[config.mk]
export PLATFORM = sky130hd
export DESIGN_NAME = br_cmd_arb_top
export DESIGN_NICKNAME = d
export VERILOG_FILES = /design/src/br_arb_pkg.sv /design/src/br_cmd_pkg.sv /design/src/br_arb_rr.sv /design/src/br_cmd_arb_top.sv /design/src/br_cmd_queue.sv /design/src/br_cmd_select.sv /design/src/br_enc_priority_encoder.sv
export SDC_FILE = /design/constraint.sdc
export NUM_CORES = 1
export LEC_CHECK = 0
export BUFFER_PORTS_ARGS = -buffer_cell sky130_fd_sc_hd__buf_2
export CAP_MARGIN = 30
export CORE_MARGIN = 3
export CORE_UTILIZATION = 50
export CTS_CLUSTER_DIAMETER = 200
export CTS_CLUSTER_SIZE = 12
export DETAILED_ROUTE_END_ITERATION = 10
export GPL_ROUTABILITY_DRIVEN = 0
export GPL_TIMING_DRIVEN = 0
export HOLD_SLACK_MARGIN = 0.03
export PLACE_DENSITY = 0.74
export SLEW_MARGIN = 20
export SYNTH_ARGS = -nofsm -noshare
export SYNTH_HDL_FRONTEND = slang
export SYNTH_SLANG_ARGS = --single-unit
[constraint.sdc]
create_clock -name clk -period 6.6 [get_ports clk]
set_input_delay 0.99 -clock clk [delete_from_list [all_inputs] [get_ports clk]]
set_output_delay 0.99 -clock clk [all_outputs]
set_load 0.005 [all_outputs]
[src/br_arb_pkg.sv]
package br_arb_pkg;

  // --------------------
  // Arbitration sizing
  // --------------------

  // Number of requesters sharing the command port
  localparam int num_requesters = 4;

  // Width of an index that names one requester
  localparam int req_idx_width = 2;

  // --------------------
  // Queue sizing
  // --------------------

  // Entries held by each per-requester queue
  localparam int queue_depth = 4;

  // Read and write pointers wrap naturally since the depth is a power of two
  localparam int queue_ptr_width = 2;

endpackage

[src/br_cmd_pkg.sv]
package br_cmd_pkg;

  // --------------------
  // Command word layout
  // --------------------

  // Full command word as pushed by a requester
  localparam int cmd_width = 32;

  // Field widths shared by both views of the word
  localparam int addr_width = 7;
  localparam int wdata_width = 24;
  localparam int tag_width = 8;

  // Opcode values carried in bit 31
  localparam logic op_read = 1'b0;
  localparam logic op_write = 1'b1;

  // Write view with opcode and address followed by write data in the low 24 bits
  typedef struct packed {
    logic                   op;
    logic [addr_width-1:0]  addr;
    logic [wdata_width-1:0] wdata;
  } wr_cmd_t;

  // Read view with opcode, address and a returned tag above 16 unused bits
  typedef struct packed {
    logic                                      op;
    logic [addr_width-1:0]                     addr;
    logic [tag_width-1:0]                      tag;
    logic [cmd_width-2-addr_width-tag_width:0] rsvd;
  } rd_cmd_t;

  // The same 32 bits read either way depending on the opcode
  typedef union packed {
    wr_cmd_t wr;
    rd_cmd_t rd;
  } cmd_word_t;

endpackage

[src/br_arb_rr.sv]
`timescale 1ns/1ps

// Round-robin arbiter with zero latency from request to grant
module br_arb_rr #(
  // Must be at least 2
  parameter int num_requesters = 2
) (
  input  logic                      clk,
  input  logic                      reset,
  input  logic                      enable,
  input  logic [num_requesters-1:0] request,
  output logic [num_requesters-1:0] grant
);

  // Requests above the last winner, which take priority before the wrap
  logic [num_requesters-1:0] priority_mask;
  logic [num_requesters-1:0] request_high;

  // Candidate grants from the two encoders
  logic [num_requesters-1:0] grant_high;
  logic [num_requesters-1:0] grant_low;
  logic [num_requesters-1:0] grant_pick;

  // Index of the winner this cycle and of the previous winner
  logic [$clog2(num_requesters)-1:0] grant_idx;
  logic [$clog2(num_requesters)-1:0] last_grant;

  // --------------------
  // Masked request
  // --------------------

  // Only indices strictly above the last winner stay in the high set
  always_comb begin
    priority_mask = '0;
    for (int i = 0; i < num_requesters; i++) begin
      if (i > int'(last_grant)) begin
        priority_mask[i] = 1'b1;
      end
    end
  end

  assign request_high = request & priority_mask;

  // --------------------
  // Encoders
  // --------------------

  br_enc_priority_encoder #(
    .num_requesters(num_requesters)
  ) enc_high (
    .in (request_high),
    .out(grant_high)
  );

  // The unmasked copy only matters after the wrap, when the high set is empty
  br_enc_priority_encoder #(
    .num_requesters(num_requesters)
  ) enc_low (
    .in (request),
    .out(grant_low)
  );

  assign grant_pick = (|request_high) ? grant_high : grant_low;

  // Nothing is granted while enable is low
  assign grant = {num_requesters{enable}} & grant_pick;

  // One-hot winner turned back into an index for the priority register
  always_comb begin
    grant_idx = '0;
    for (int i = 0; i < num_requesters; i++) begin
      if (grant_pick[i]) begin
        grant_idx = $bits(grant_idx)'(i);
      end
    end
  end

  // --------------------
  // Priority state
  // --------------------

  // Starts at the top index so that index 0 leads out of reset
  // and the priority holds still while enable is low
  always_ff @(posedge clk) begin
    if (reset) begin
      last_grant <= $bits(last_grant)'(num_requesters - 1);
    end else if (|request && enable) begin
      last_grant <= grant_idx;
    end
  end

  // --------------------
  // Checks
  // --------------------

  grant_onehot0_a: assert property (@(posedge clk) disable iff (reset)
    $onehot0(grant));

  // A winner must still be asking in the same cycle
  grant_implies_request_a: assert property (@(posedge clk) disable iff (reset)
    (grant & request) == grant);

  grant_only_when_enabled_a: assert property (@(posedge clk) disable iff (reset)
    |grant |-> enable);

endmodule

[src/br_cmd_arb_top.sv]
`timescale 1ns/1ps

// Four command queues merged onto one port by round-robin arbitration
module br_cmd_arb_top
  import br_arb_pkg::*;
  import br_cmd_pkg::*;
(
  input  logic                      clk,
  input  logic                      reset,
  input  logic                      enable,
  input  logic [num_requesters-1:0] in_valid,
  input  logic [cmd_width-1:0]      in_cmd [num_requesters],
  output logic                      out_valid,
  output logic [req_idx_width-1:0]  out_source,
  output logic                      out_write,
  output logic [addr_width-1:0]     out_addr,
  output logic [wdata_width-1:0]    out_wdata,
  output logic [tag_width-1:0]      out_tag,
  output logic [num_requesters-1:0] overflow
);

  // Queue status doubles as the request vector
  logic [num_requesters-1:0] not_empty;
  logic [num_requesters-1:0] grant;
  logic [cmd_width-1:0]      head [num_requesters];

  // --------------------
  // Queues
  // --------------------

  // Each granted queue pops its head at the same edge that registers the output
  for (genvar i = 0; i < num_requesters; i++) begin : g_queue
    br_cmd_queue queue (
      .clk      (clk),
      .reset    (reset),
      .push     (in_valid[i]),
      .push_cmd (in_cmd[i]),
      .pop      (grant[i]),
      .not_empty(not_empty[i]),
      .head     (head[i]),
      .overflow (overflow[i])
    );
  end

  // --------------------
  // Arbiter and output
  // --------------------

  br_arb_rr #(
    .num_requesters(num_requesters)
  ) arb (
    .clk    (clk),
    .reset  (reset),
    .enable (enable),
    .request(not_empty),
    .grant  (grant)
  );

  br_cmd_select select (
    .clk       (clk),
    .reset     (reset),
    .grant     (grant),
    .head      (head),
    .out_valid (out_valid),
    .out_source(out_source),
    .out_write (out_write),
    .out_addr  (out_addr),
    .out_wdata (out_wdata),
    .out_tag   (out_tag)
  );

endmodule

[src/br_cmd_queue.sv]
`timescale 1ns/1ps

// Small FIFO of command words for one requester
module br_cmd_queue
  import br_arb_pkg::*;
  import br_cmd_pkg::*;
(
  input  logic                 clk,
  input  logic                 reset,
  input  logic                 push,
  input  logic [cmd_width-1:0] push_cmd,
  input  logic                 pop,
  output logic                 not_empty,
  output logic [cmd_width-1:0] head,
  output logic                 overflow
);

  // Storage holds payload only, its contents are qualified by count
  logic [cmd_width-1:0] mem [queue_depth];

  logic [queue_ptr_width-1:0] rd_ptr;
  logic [queue_ptr_width-1:0] wr_ptr;

  // One bit wider than the pointers so that a full queue can be told from an empty one
  logic [queue_ptr_width:0] count;

  logic full;
  logic push_ok;

  // --------------------
  // Status
  // --------------------

  assign full = (int'(count) == queue_depth);
  assign not_empty = (count != '0);

  // A push into a full queue is lost, even if a pop frees a slot at the same edge
  assign push_ok = push && !full;

  assign head = mem[rd_ptr];

  // --------------------
  // Storage
  // --------------------

  always_ff @(posedge clk) begin
    if (push_ok) begin
      mem[wr_ptr] <= push_cmd;
    end
  end

  // --------------------
  // Pointers and count
  // --------------------

  always_ff @(posedge clk) begin
    if (reset) begin
      wr_ptr <= '0;
      rd_ptr <= '0;
      count <= '0;
    end else begin
      if (push_ok) begin
        wr_ptr <= wr_ptr + 1'b1;
      end
      if (pop) begin
        rd_ptr <= rd_ptr + 1'b1;
      end
      // Simultaneous push and pop leave the count unchanged
      case ({push_ok, pop})
        2'b10:   count <= count + 1'b1;
        2'b01:   count <= count - 1'b1;
        default: count <= count;
      endcase
    end
  end

  // Sticky until the next reset so the loss can be read out later
  always_ff @(posedge clk) begin
    if (reset) begin
      overflow <= 1'b0;
    end else if (push && full) begin
      overflow <= 1'b1;
    end
  end

  // --------------------
  // Checks
  // --------------------

  // The arbiter only grants queues that report a word, so an empty pop is an arbiter fault
  pop_not_empty_a: assert property (@(posedge clk) disable iff (reset)
    pop |-> not_empty);

  count_in_range_a: assert property (@(posedge clk) disable iff (reset)
    int'(count) <= queue_depth);

endmodule

[src/br_cmd_select.sv]
`timescale 1ns/1ps

// Picks the granted head, decodes it and presents it for one cycle
module br_cmd_select
  import br_arb_pkg::*;
  import br_cmd_pkg::*;
(
  input  logic                      clk,
  input  logic                      reset,
  input  logic [num_requesters-1:0] grant,
  input  logic [cmd_width-1:0]      head [num_requesters],
  output logic                      out_valid,
  output logic [req_idx_width-1:0]  out_source,
  output logic                      out_write,
  output logic [addr_width-1:0]     out_addr,
  output logic [wdata_width-1:0]    out_wdata,
  output logic [tag_width-1:0]      out_tag
);

  // Granted word, read through either view
  cmd_word_t sel_word;
  logic [req_idx_width-1:0] sel_source;

  // --------------------
  // Mux and encode
  // --------------------

  // The grant is one-hot, so the OR over the gated heads is a plain mux
  always_comb begin
    sel_word = '0;
    sel_source = '0;
    for (int i = 0; i < num_requesters; i++) begin
      if (grant[i]) begin
        sel_word = sel_word | head[i];
        sel_source = req_idx_width'(i);
      end
    end
  end

  // --------------------
  // Output register
  // --------------------

  // Strobe is high for exactly one cycle per grant
  always_ff @(posedge clk) begin
    if (reset) begin
      out_valid <= 1'b0;
    end else begin
      out_valid <= |grant;
    end
  end

  // Fields load only with a grant and are meaningful only with out_valid
  always_ff @(posedge clk) begin
    if (|grant) begin
      out_source <= sel_source;
      out_write <= (sel_word.wr.op == op_write);
      out_addr <= sel_word.wr.addr;
      // The field that the opcode does not use is driven to zero
      out_wdata <= (sel_word.wr.op == op_write) ? sel_word.wr.wdata : '0;
      out_tag <= (sel_word.rd.op == op_read) ? sel_word.rd.tag : '0;
    end
  end

  // --------------------
  // Checks
  // --------------------

  // Two bits at once would OR two heads together
  grant_onehot0_a: assert property (@(posedge clk) disable iff (reset)
    $onehot0(grant));

endmodule

[src/br_enc_priority_encoder.sv]
`timescale 1ns/1ps

// Finds the lowest-index set bit of a request vector and returns it one-hot
module br_enc_priority_encoder #(
  // Must be at least 2
  parameter int num_requesters = 2
) (
  input  logic [num_requesters-1:0] in,
  output logic [num_requesters-1:0] out
);

  // Set once the first request has been taken during the scan
  logic found;

  // --------------------
  // Scan
  // --------------------

  always_comb begin
    out = '0;
    found = 1'b0;
    // Index 0 wins over every higher index
    for (int i = 0; i < num_requesters; i++) begin
      if (in[i] && !found) begin
        out[i] = 1'b1;
        found = 1'b1;
      end
    end
    // At most one bit may survive the scan, and none when nothing was asked for
    assert ($onehot0(out))
    else $error("priority encoder output is not one-hot: %b", out);
  end

endmodule

Word level (Yosys, flattened, before mapping)

Memory sizes are Yosys's and may differ from the RTL's. A register that Yosys moved wholly into a read port is not among the register bits.
Cells that the tools add are included.

Add/sub/neg operators: 16
$lt $le $gt $ge: 3
Equal/unequal tests: 12
Muxes and demuxes: 45
Bitwise logic cells: 5
Reductions and logical operators: 37

Operators with widths:

| operator                                                                       | number |
|---|---|
| 32-bit 2-to-1 mux                                                              | 4 |
| 32-bit bitwise OR                                                              | 3 |
| 1-bit 2-to-1 mux                                                               | 26 |
| 3-bit case mux with 2 select lines                                             | 4 |
| 2-bit 2-to-1 mux                                                               | 10 |
| 2-bit by 1-bit adder with 2-bit output, second input constant                  | 8 |
| 1-bit logical AND                                                              | 15 |
| 3-bit by 1-bit adder with 3-bit output, second input constant                  | 4 |
| 3-bit == test, second input constant                                           | 4 |
| 3-bit nonzero test                                                             | 4 |
| 4-bit OR reduction                                                             | 3 |
| 3-bit by 1-bit subtractor with 3-bit output, second input constant             | 4 |
| 1-bit zero test                                                                | 10 |
| 4-bit AND                                                                      | 2 |
| 2-bit by 1-bit == test with 1-bit output, second input constant                | 4 |
| 2-bit == test, second input constant                                           | 4 |
| 2-bit nonzero test                                                             | 4 |
| 2-bit greater-than comparator, first input constant                            | 2 |
| 4-bit 2-to-1 mux                                                               | 1 |
| 1-bit by 2-bit greater-than comparator with 1-bit output, first input constant | 1 |
| 2-bit OR reduction                                                             | 1 |

Bits in registers: 77
Bits in writable memories: 512
Input bits: 135
Output and inout bits: 47
Memories kept: 4

Memory list:

| name                 | depth | width | read ports | clocked after Yosys merged registers in | write ports | line               | source |
|---|---|---|---|---|---|---|---|
| g_queue[0].queue.mem | 4     | 32    | 1          | 1                                       | 1           | br_cmd_queue.sv:19 | `logic [cmd_width-1:0] mem [queue_depth];` |
| g_queue[1].queue.mem | 4     | 32    | 1          | 1                                       | 1           | br_cmd_queue.sv:19 |  |
| g_queue[2].queue.mem | 4     | 32    | 1          | 1                                       | 1           | br_cmd_queue.sv:19 |  |
| g_queue[3].queue.mem | 4     | 32    | 1          | 1                                       | 1           | br_cmd_queue.sv:19 |  |

Longest topological paths before layout

Depth in word-level cells: 22
Depth in mapped cells: 13

Hierarchy

From an unflattened synthesis, not the netlist that was laid out.

Cells, all modules: 1092
Area total of the unflattened synthesis: 23125.9 um^2

Modules (own cells, without submodules):

| module                               | instances | cells each | area each (um^2) | seq. area each (um^2) |
|---|---|---|---|---|
| br_cmd_queue at g_queue[2].queue ... | 2         | 220        | 5147.4           | 4043.9 |
| br_cmd_queue at g_queue[0].queue ... | 2         | 216        | 5137.4           | 4043.9 |
| br_cmd_select                        | 1         | 174        | 2200.9           | 1281.2 |
| br_arb_rr                            | 1         | 38         | 282.8            | 40.0 |
| br_enc_priority_encoder              | 2         | 4          | 36.3             | 0.0 |

Least setup slack after synthesis

No wires, ideal clock.

Kind: input to register
Start point: in enable
End point: reg g_queue[2].queue.count[2]
Data arrival time: 2.945 ns
Data required time: 6.530 ns
Slack: 3.585 ns
Cell stages on the path: 11
Cells stage by stage: o21ai_1 a211oi_2 buf_6 buf_12 buf_8 ha_1 inv_1 fa_1 xor2_1 or3_1 a21oi_1

Word-level cells in the longest chain between the ends: 3
Elaborated cells between the ends (all ways): 5

RTL lines:

| element                                                                   | line                 | source |
|---|---|---|
| start, declared                                                           | br_cmd_arb_top.sv:10 | `input logic enable,` |
| 4-bit AND (*)                                                             | br_arb_rr.sv:66      | `assign grant = {num_requesters{enable}} & grant_pick;` |
| 2-bit by 1-bit == test with 1-bit output or 2-bit == test (tied branches) | br_cmd_queue.sv:69   | `case ({push_ok, pop})` |
| 3-bit case mux with 2 select lines or 2-bit nonzero test (tied branches)  | n/a                  |  |
| end signal, assigned                                                      | br_cmd_queue.sv:70   | `2'b10: count <= count + 1'b1;` |
| end signal, assigned                                                      | br_cmd_queue.sv:71   | `2'b01: count <= count - 1'b1;` |
| end signal, assigned                                                      | br_cmd_queue.sv:72   | `default: count <= count;` |
| end, declared                                                             | br_cmd_queue.sv:25   | `logic [queue_ptr_width:0] count;` |

Mark *: on every way between the ends. The rest lies on a longest branch, timed or not.
A chain may end at the register's enable or synchronous reset.

Worst setup path after layout

Start point: reg g_queue[0].queue.count[0]
End point: reg g_queue[3].queue.count[2]

Word-level cells in the longest chain between the ends: 16
Elaborated cells between the ends (all ways): 29

RTL lines:

| element                                                                   | line                          | source |
|---|---|---|
| start, declared                                                           | br_cmd_queue.sv:25            |  |
| start signal, assigned                                                    | br_cmd_queue.sv:70            |  |
| start signal, assigned                                                    | br_cmd_queue.sv:71            |  |
| start signal, assigned                                                    | br_cmd_queue.sv:72            |  |
| 3-bit nonzero test (*)                                                    | br_cmd_queue.sv:35            | `assign not_empty = (count != '0);` |
| 4-bit AND                                                                 | br_arb_rr.sv:42               | `assign request_high = request & priority_mask;` |
| 1-bit 2-to-1 mux                                                          | br_enc_priority_encoder.sv:24 | `if (in[i] && !found) begin` |
| 1-bit zero test                                                           | br_enc_priority_encoder.sv:24 |  |
| 1-bit logical AND                                                         | br_enc_priority_encoder.sv:24 |  |
| 1-bit 2-to-1 mux                                                          | br_enc_priority_encoder.sv:24 |  |
| 1-bit zero test                                                           | br_enc_priority_encoder.sv:24 |  |
| 1-bit logical AND                                                         | br_enc_priority_encoder.sv:24 |  |
| 1-bit 2-to-1 mux                                                          | br_enc_priority_encoder.sv:24 |  |
| 1-bit zero test                                                           | br_enc_priority_encoder.sv:24 |  |
| 1-bit logical AND                                                         | br_enc_priority_encoder.sv:24 |  |
| 1-bit 2-to-1 mux                                                          | br_enc_priority_encoder.sv:24 |  |
| 4-bit 2-to-1 mux (*)                                                      | br_arb_rr.sv:63               | `assign grant_pick = (\|request_high) ? grant_high : grant_low;` |
| 4-bit AND (*)                                                             | br_arb_rr.sv:66               |  |
| 2-bit by 1-bit == test with 1-bit output or 2-bit == test (tied branches) | br_cmd_queue.sv:69            |  |
| 3-bit case mux with 2 select lines or 2-bit nonzero test (tied branches)  | n/a                           |  |
| end signal, assigned                                                      | br_cmd_queue.sv:70            |  |
| end signal, assigned                                                      | br_cmd_queue.sv:71            |  |
| end signal, assigned                                                      | br_cmd_queue.sv:72            |  |
| end, declared                                                             | br_cmd_queue.sv:25            |  |

Marked as above.

==> flow_summary.ini <==
[timing]
maxSlewHeadroom_pct = 24.7
tightest_slew_ps = 1100
setup_viol = 0
rsz0062_at_grt = no
hold_violations = 0
finClkSkew_ps = 26.3
fin_crit_ps = 3490
fin_tns_setup_ps = 0
min_period_over_period_pct = 52.9
holdWs_ps = 483
slew_viol_final = 0
fmax_mhz = 286

[critical_path]
worstPathRequired_ps = 7130
arrival_ps = 4020
rr_worst_depth = 11
reg2reg_to = g_queue[3].queue.count[2]
end_kind = flip-flop
cp_max_fo = 10
rr_startpoint = g_queue[0].queue.count[0]
critical_path_class = flip-flop to flip-flop
reg2reg_slack_ps = 3110
critPathLaunch = g_queue[0].queue.count[0]
worst_setup_path_start_kind = flip-flop

[power]
p_per_area_nw_per_um2 = 395
power_leakage_uw = 0.00880
clockPowerShare_pct = 27.0
total_power_uw = 10500
switching_share_pct = 29.2
combPwrFrac_pct = 25.4
p_seq_share_pct = 47.6
internal_power_uw = 7410
switchingPower_uw = 3070
max-vdd-ir-drop_mv = 0.264

[drt]
avgRoutedWirePerCell_um = 24.6
routed_wl_um = 49600
drt_iter0_drc = 1083
drc = 0
first_pass_iters = 7
ant_nets = 0
via_count = 11700
vias_per_cell = 5.80

[synth]
syn-num-nets = 1302
yosysWarnings = 0
synth_cell_types = 49
synthCells = 1143
synth_ff_type = edfxtp_1
seq_area_frac_synth_pct = 76.1
synthArstFlopShare_pct = 0
synth_top_area_cell = edfxtp_1
yosys-top-cells-area = edfxtp_1 (72%), mux4_2 (13%), dfxtp_1 (3.7%), ha_1 (1.1%), nand2_1 (0.90%)
synth_seq_cells = 597
netlist_area_um2 = 23000
synth_edf_count = 554
yosysTopAreaCellShare_pct = 72.4
syn_area_per_cell_um2 = 20.1

[cts]
cts_setup_buffers = 0
path_clk_slew_ps = 60
cts_buffer_depth = 3
cts_tree = yes
htree_levels = 2
cts_resized = 0
clock_sinks = 597
hold_buffers = 0
ctsRootBufferMaster = clkbuf_16
clk-insertion-delay-late_ps = 610
numCtsBuffers = 55

[floorplan]
die_y_um = 220
dieArea_um2 = 48600
io_pins = 182
start_util_pct = 51.3
fp-row-count = 77
die_w_um = 220
core-area_um2 = 44800

[place]
placed_cells = 1933
placed_cell_area_um2 = 25000
port_buffers = 181
dpl.hpwl_um = 34400

[global_route]
grt_pass1_wl_um = 73600
grt_pass1_vias = 11900
grt_antenna_before_repair = 20
overflow = 0
grt_max_degree = 27
grt_usage_pct = 20.9

[min_path]
hold_class = flip-flop to flip-flop
min-delay-start = g_queue[3].queue.overflow
hold-path-endpoint = g_queue[3].queue.overflow
whs_path_depth = 2

[cells_and_area]
multi_input_area_um2 = 5040
finalInstanceArea_um2 = 26500
regArea_um2 = 17500
drive_above_1_share_pct = 32.2
fin_nets = 1557
layout.cells.non_filler = 2018
fillers = 3251
area_delta_synth_final_pct = 15.4

[run_status]
status = finished, final reports clean

[run]
cap_violations = 0
## kinds of logic after synthesis
kind of cell	synth area share (%)
flops	76.1
simple gates	3.42
mux	12.6
compound gates	3.68
buf+inv	2.08
fa+ha+maj	1.44
xor+xnor	0.648
## registers in the layout, summed over array words and instances (netlist names), named ones only
register	cells
g_queue.queue.count	12
g_queue.queue.mem	512
g_queue.queue.wr_ptr	8
select.out_source	2
select.out_wdata	24
select.out_valid	1
select.out_tag	8
arb.last_grant	2
g_queue.queue.rd_ptr	8
select.out_write	1
g_queue.queue.overflow	4
select.out_addr	7
## synthesized netlist by cell type (15+ instances only)
cell and instances:
a211oi_1 17, dfxtp_1 43, a31oi_1 20, ha_1 20, mux4_2 128, buf_2 28, nand2_1 55, edfxtp_1 554
and2_1 17, a21oi_1 18, inv_1 46, nor2_1 44, a22oi_1 23, clkbuf_1 15
## layer usage
layer	track usage [%]	part of all wire (%)	vias to the layer above
met5	0	0.36	-
met4	7.51	2.9	24
met3	5.18	8.6	98
met2	34.0	50	460
met1	27.9	38	5998
li1	-	-	5118
## layout by cell type (no fill, tap or decap), drive strengths merged, types with 8 or more instances in the layout
cell       n
buf      237
mux4     128
and2      17
nor3b      9
or3        8
a31oi     20
xor2       8
nand2     55
xnor2      9
nand3      8
clkbuf    90
nor2b      9
a21oi     19
inv       47
a22oi     23
dfxtp     43
nor2      45
a2111oi    9
edfxtp   554
a211oi    20
ha        20
## final cells by class
class / instances / share of cell area, %
antenna: 7 / 0.0660
sequential: 597 / 65.9
timing repair buffer: 198 / 4.69
buffer: 54 / 1.15
clock inverter: 3 / 0.207
tap: 592 / 2.79
clock buffer: 75 / 5.55
inverter: 46 / 0.650
multi-input combinational: 446 / 19.0
## power by group through the flow
| stage | logic [µW] | clock network, µW | registers, µW |
|---|---|---|---|
| after detailed placement | 2690 | 0 | 5060 |
| after CTS | 2700 | 2880 | 4990 |
| after floorplan | 1710 | 0 | 5010 |
| after global routing | 2910 | 3020 | 5030 |
| final | 2660 | 2830 | 4990 |
| after global placement | 2530 | 0 | 5070 |
## critical path, cell delays in order, from the launching register on
cell and delay, ps:
dfxtp_1 370, nor3_1 490, nand3_1 460, a21oi_1 310, buf_4 240, buf_2 300, ha_1 240, inv_1 60
fa_1 370, xor2_1 160, or3_1 300, a21oi_1 140
## through the flow
stage | util, % | setup slack, ps
2_1_floorplan | - | 3580
3_5_place_dp | 55.8 | 3000
3_3_place_gp | 55.0 | 2940
5_1_grt | 59.2 | 2820
4_1_cts | 59.2 | 3120
6_report | 59.3 | 3110
## worst max path at each step
stage | endpoint | slack [ps] | cells past startpoint
floorplan | g_queue[2].queue.count[2] | 3580 | 11
global placement | select.out_wdata[10] | 2940 | 6
detailed placement | g_queue[1].queue.count[2] | 3000 | 10
CTS | g_queue[1].queue.count[2] | 3120 | 10
global route | g_queue[1].queue.count[2] | 2820 | 10
finish | g_queue[3].queue.count[2] | 3110 | 11
(Power assumes the default switching activity.)
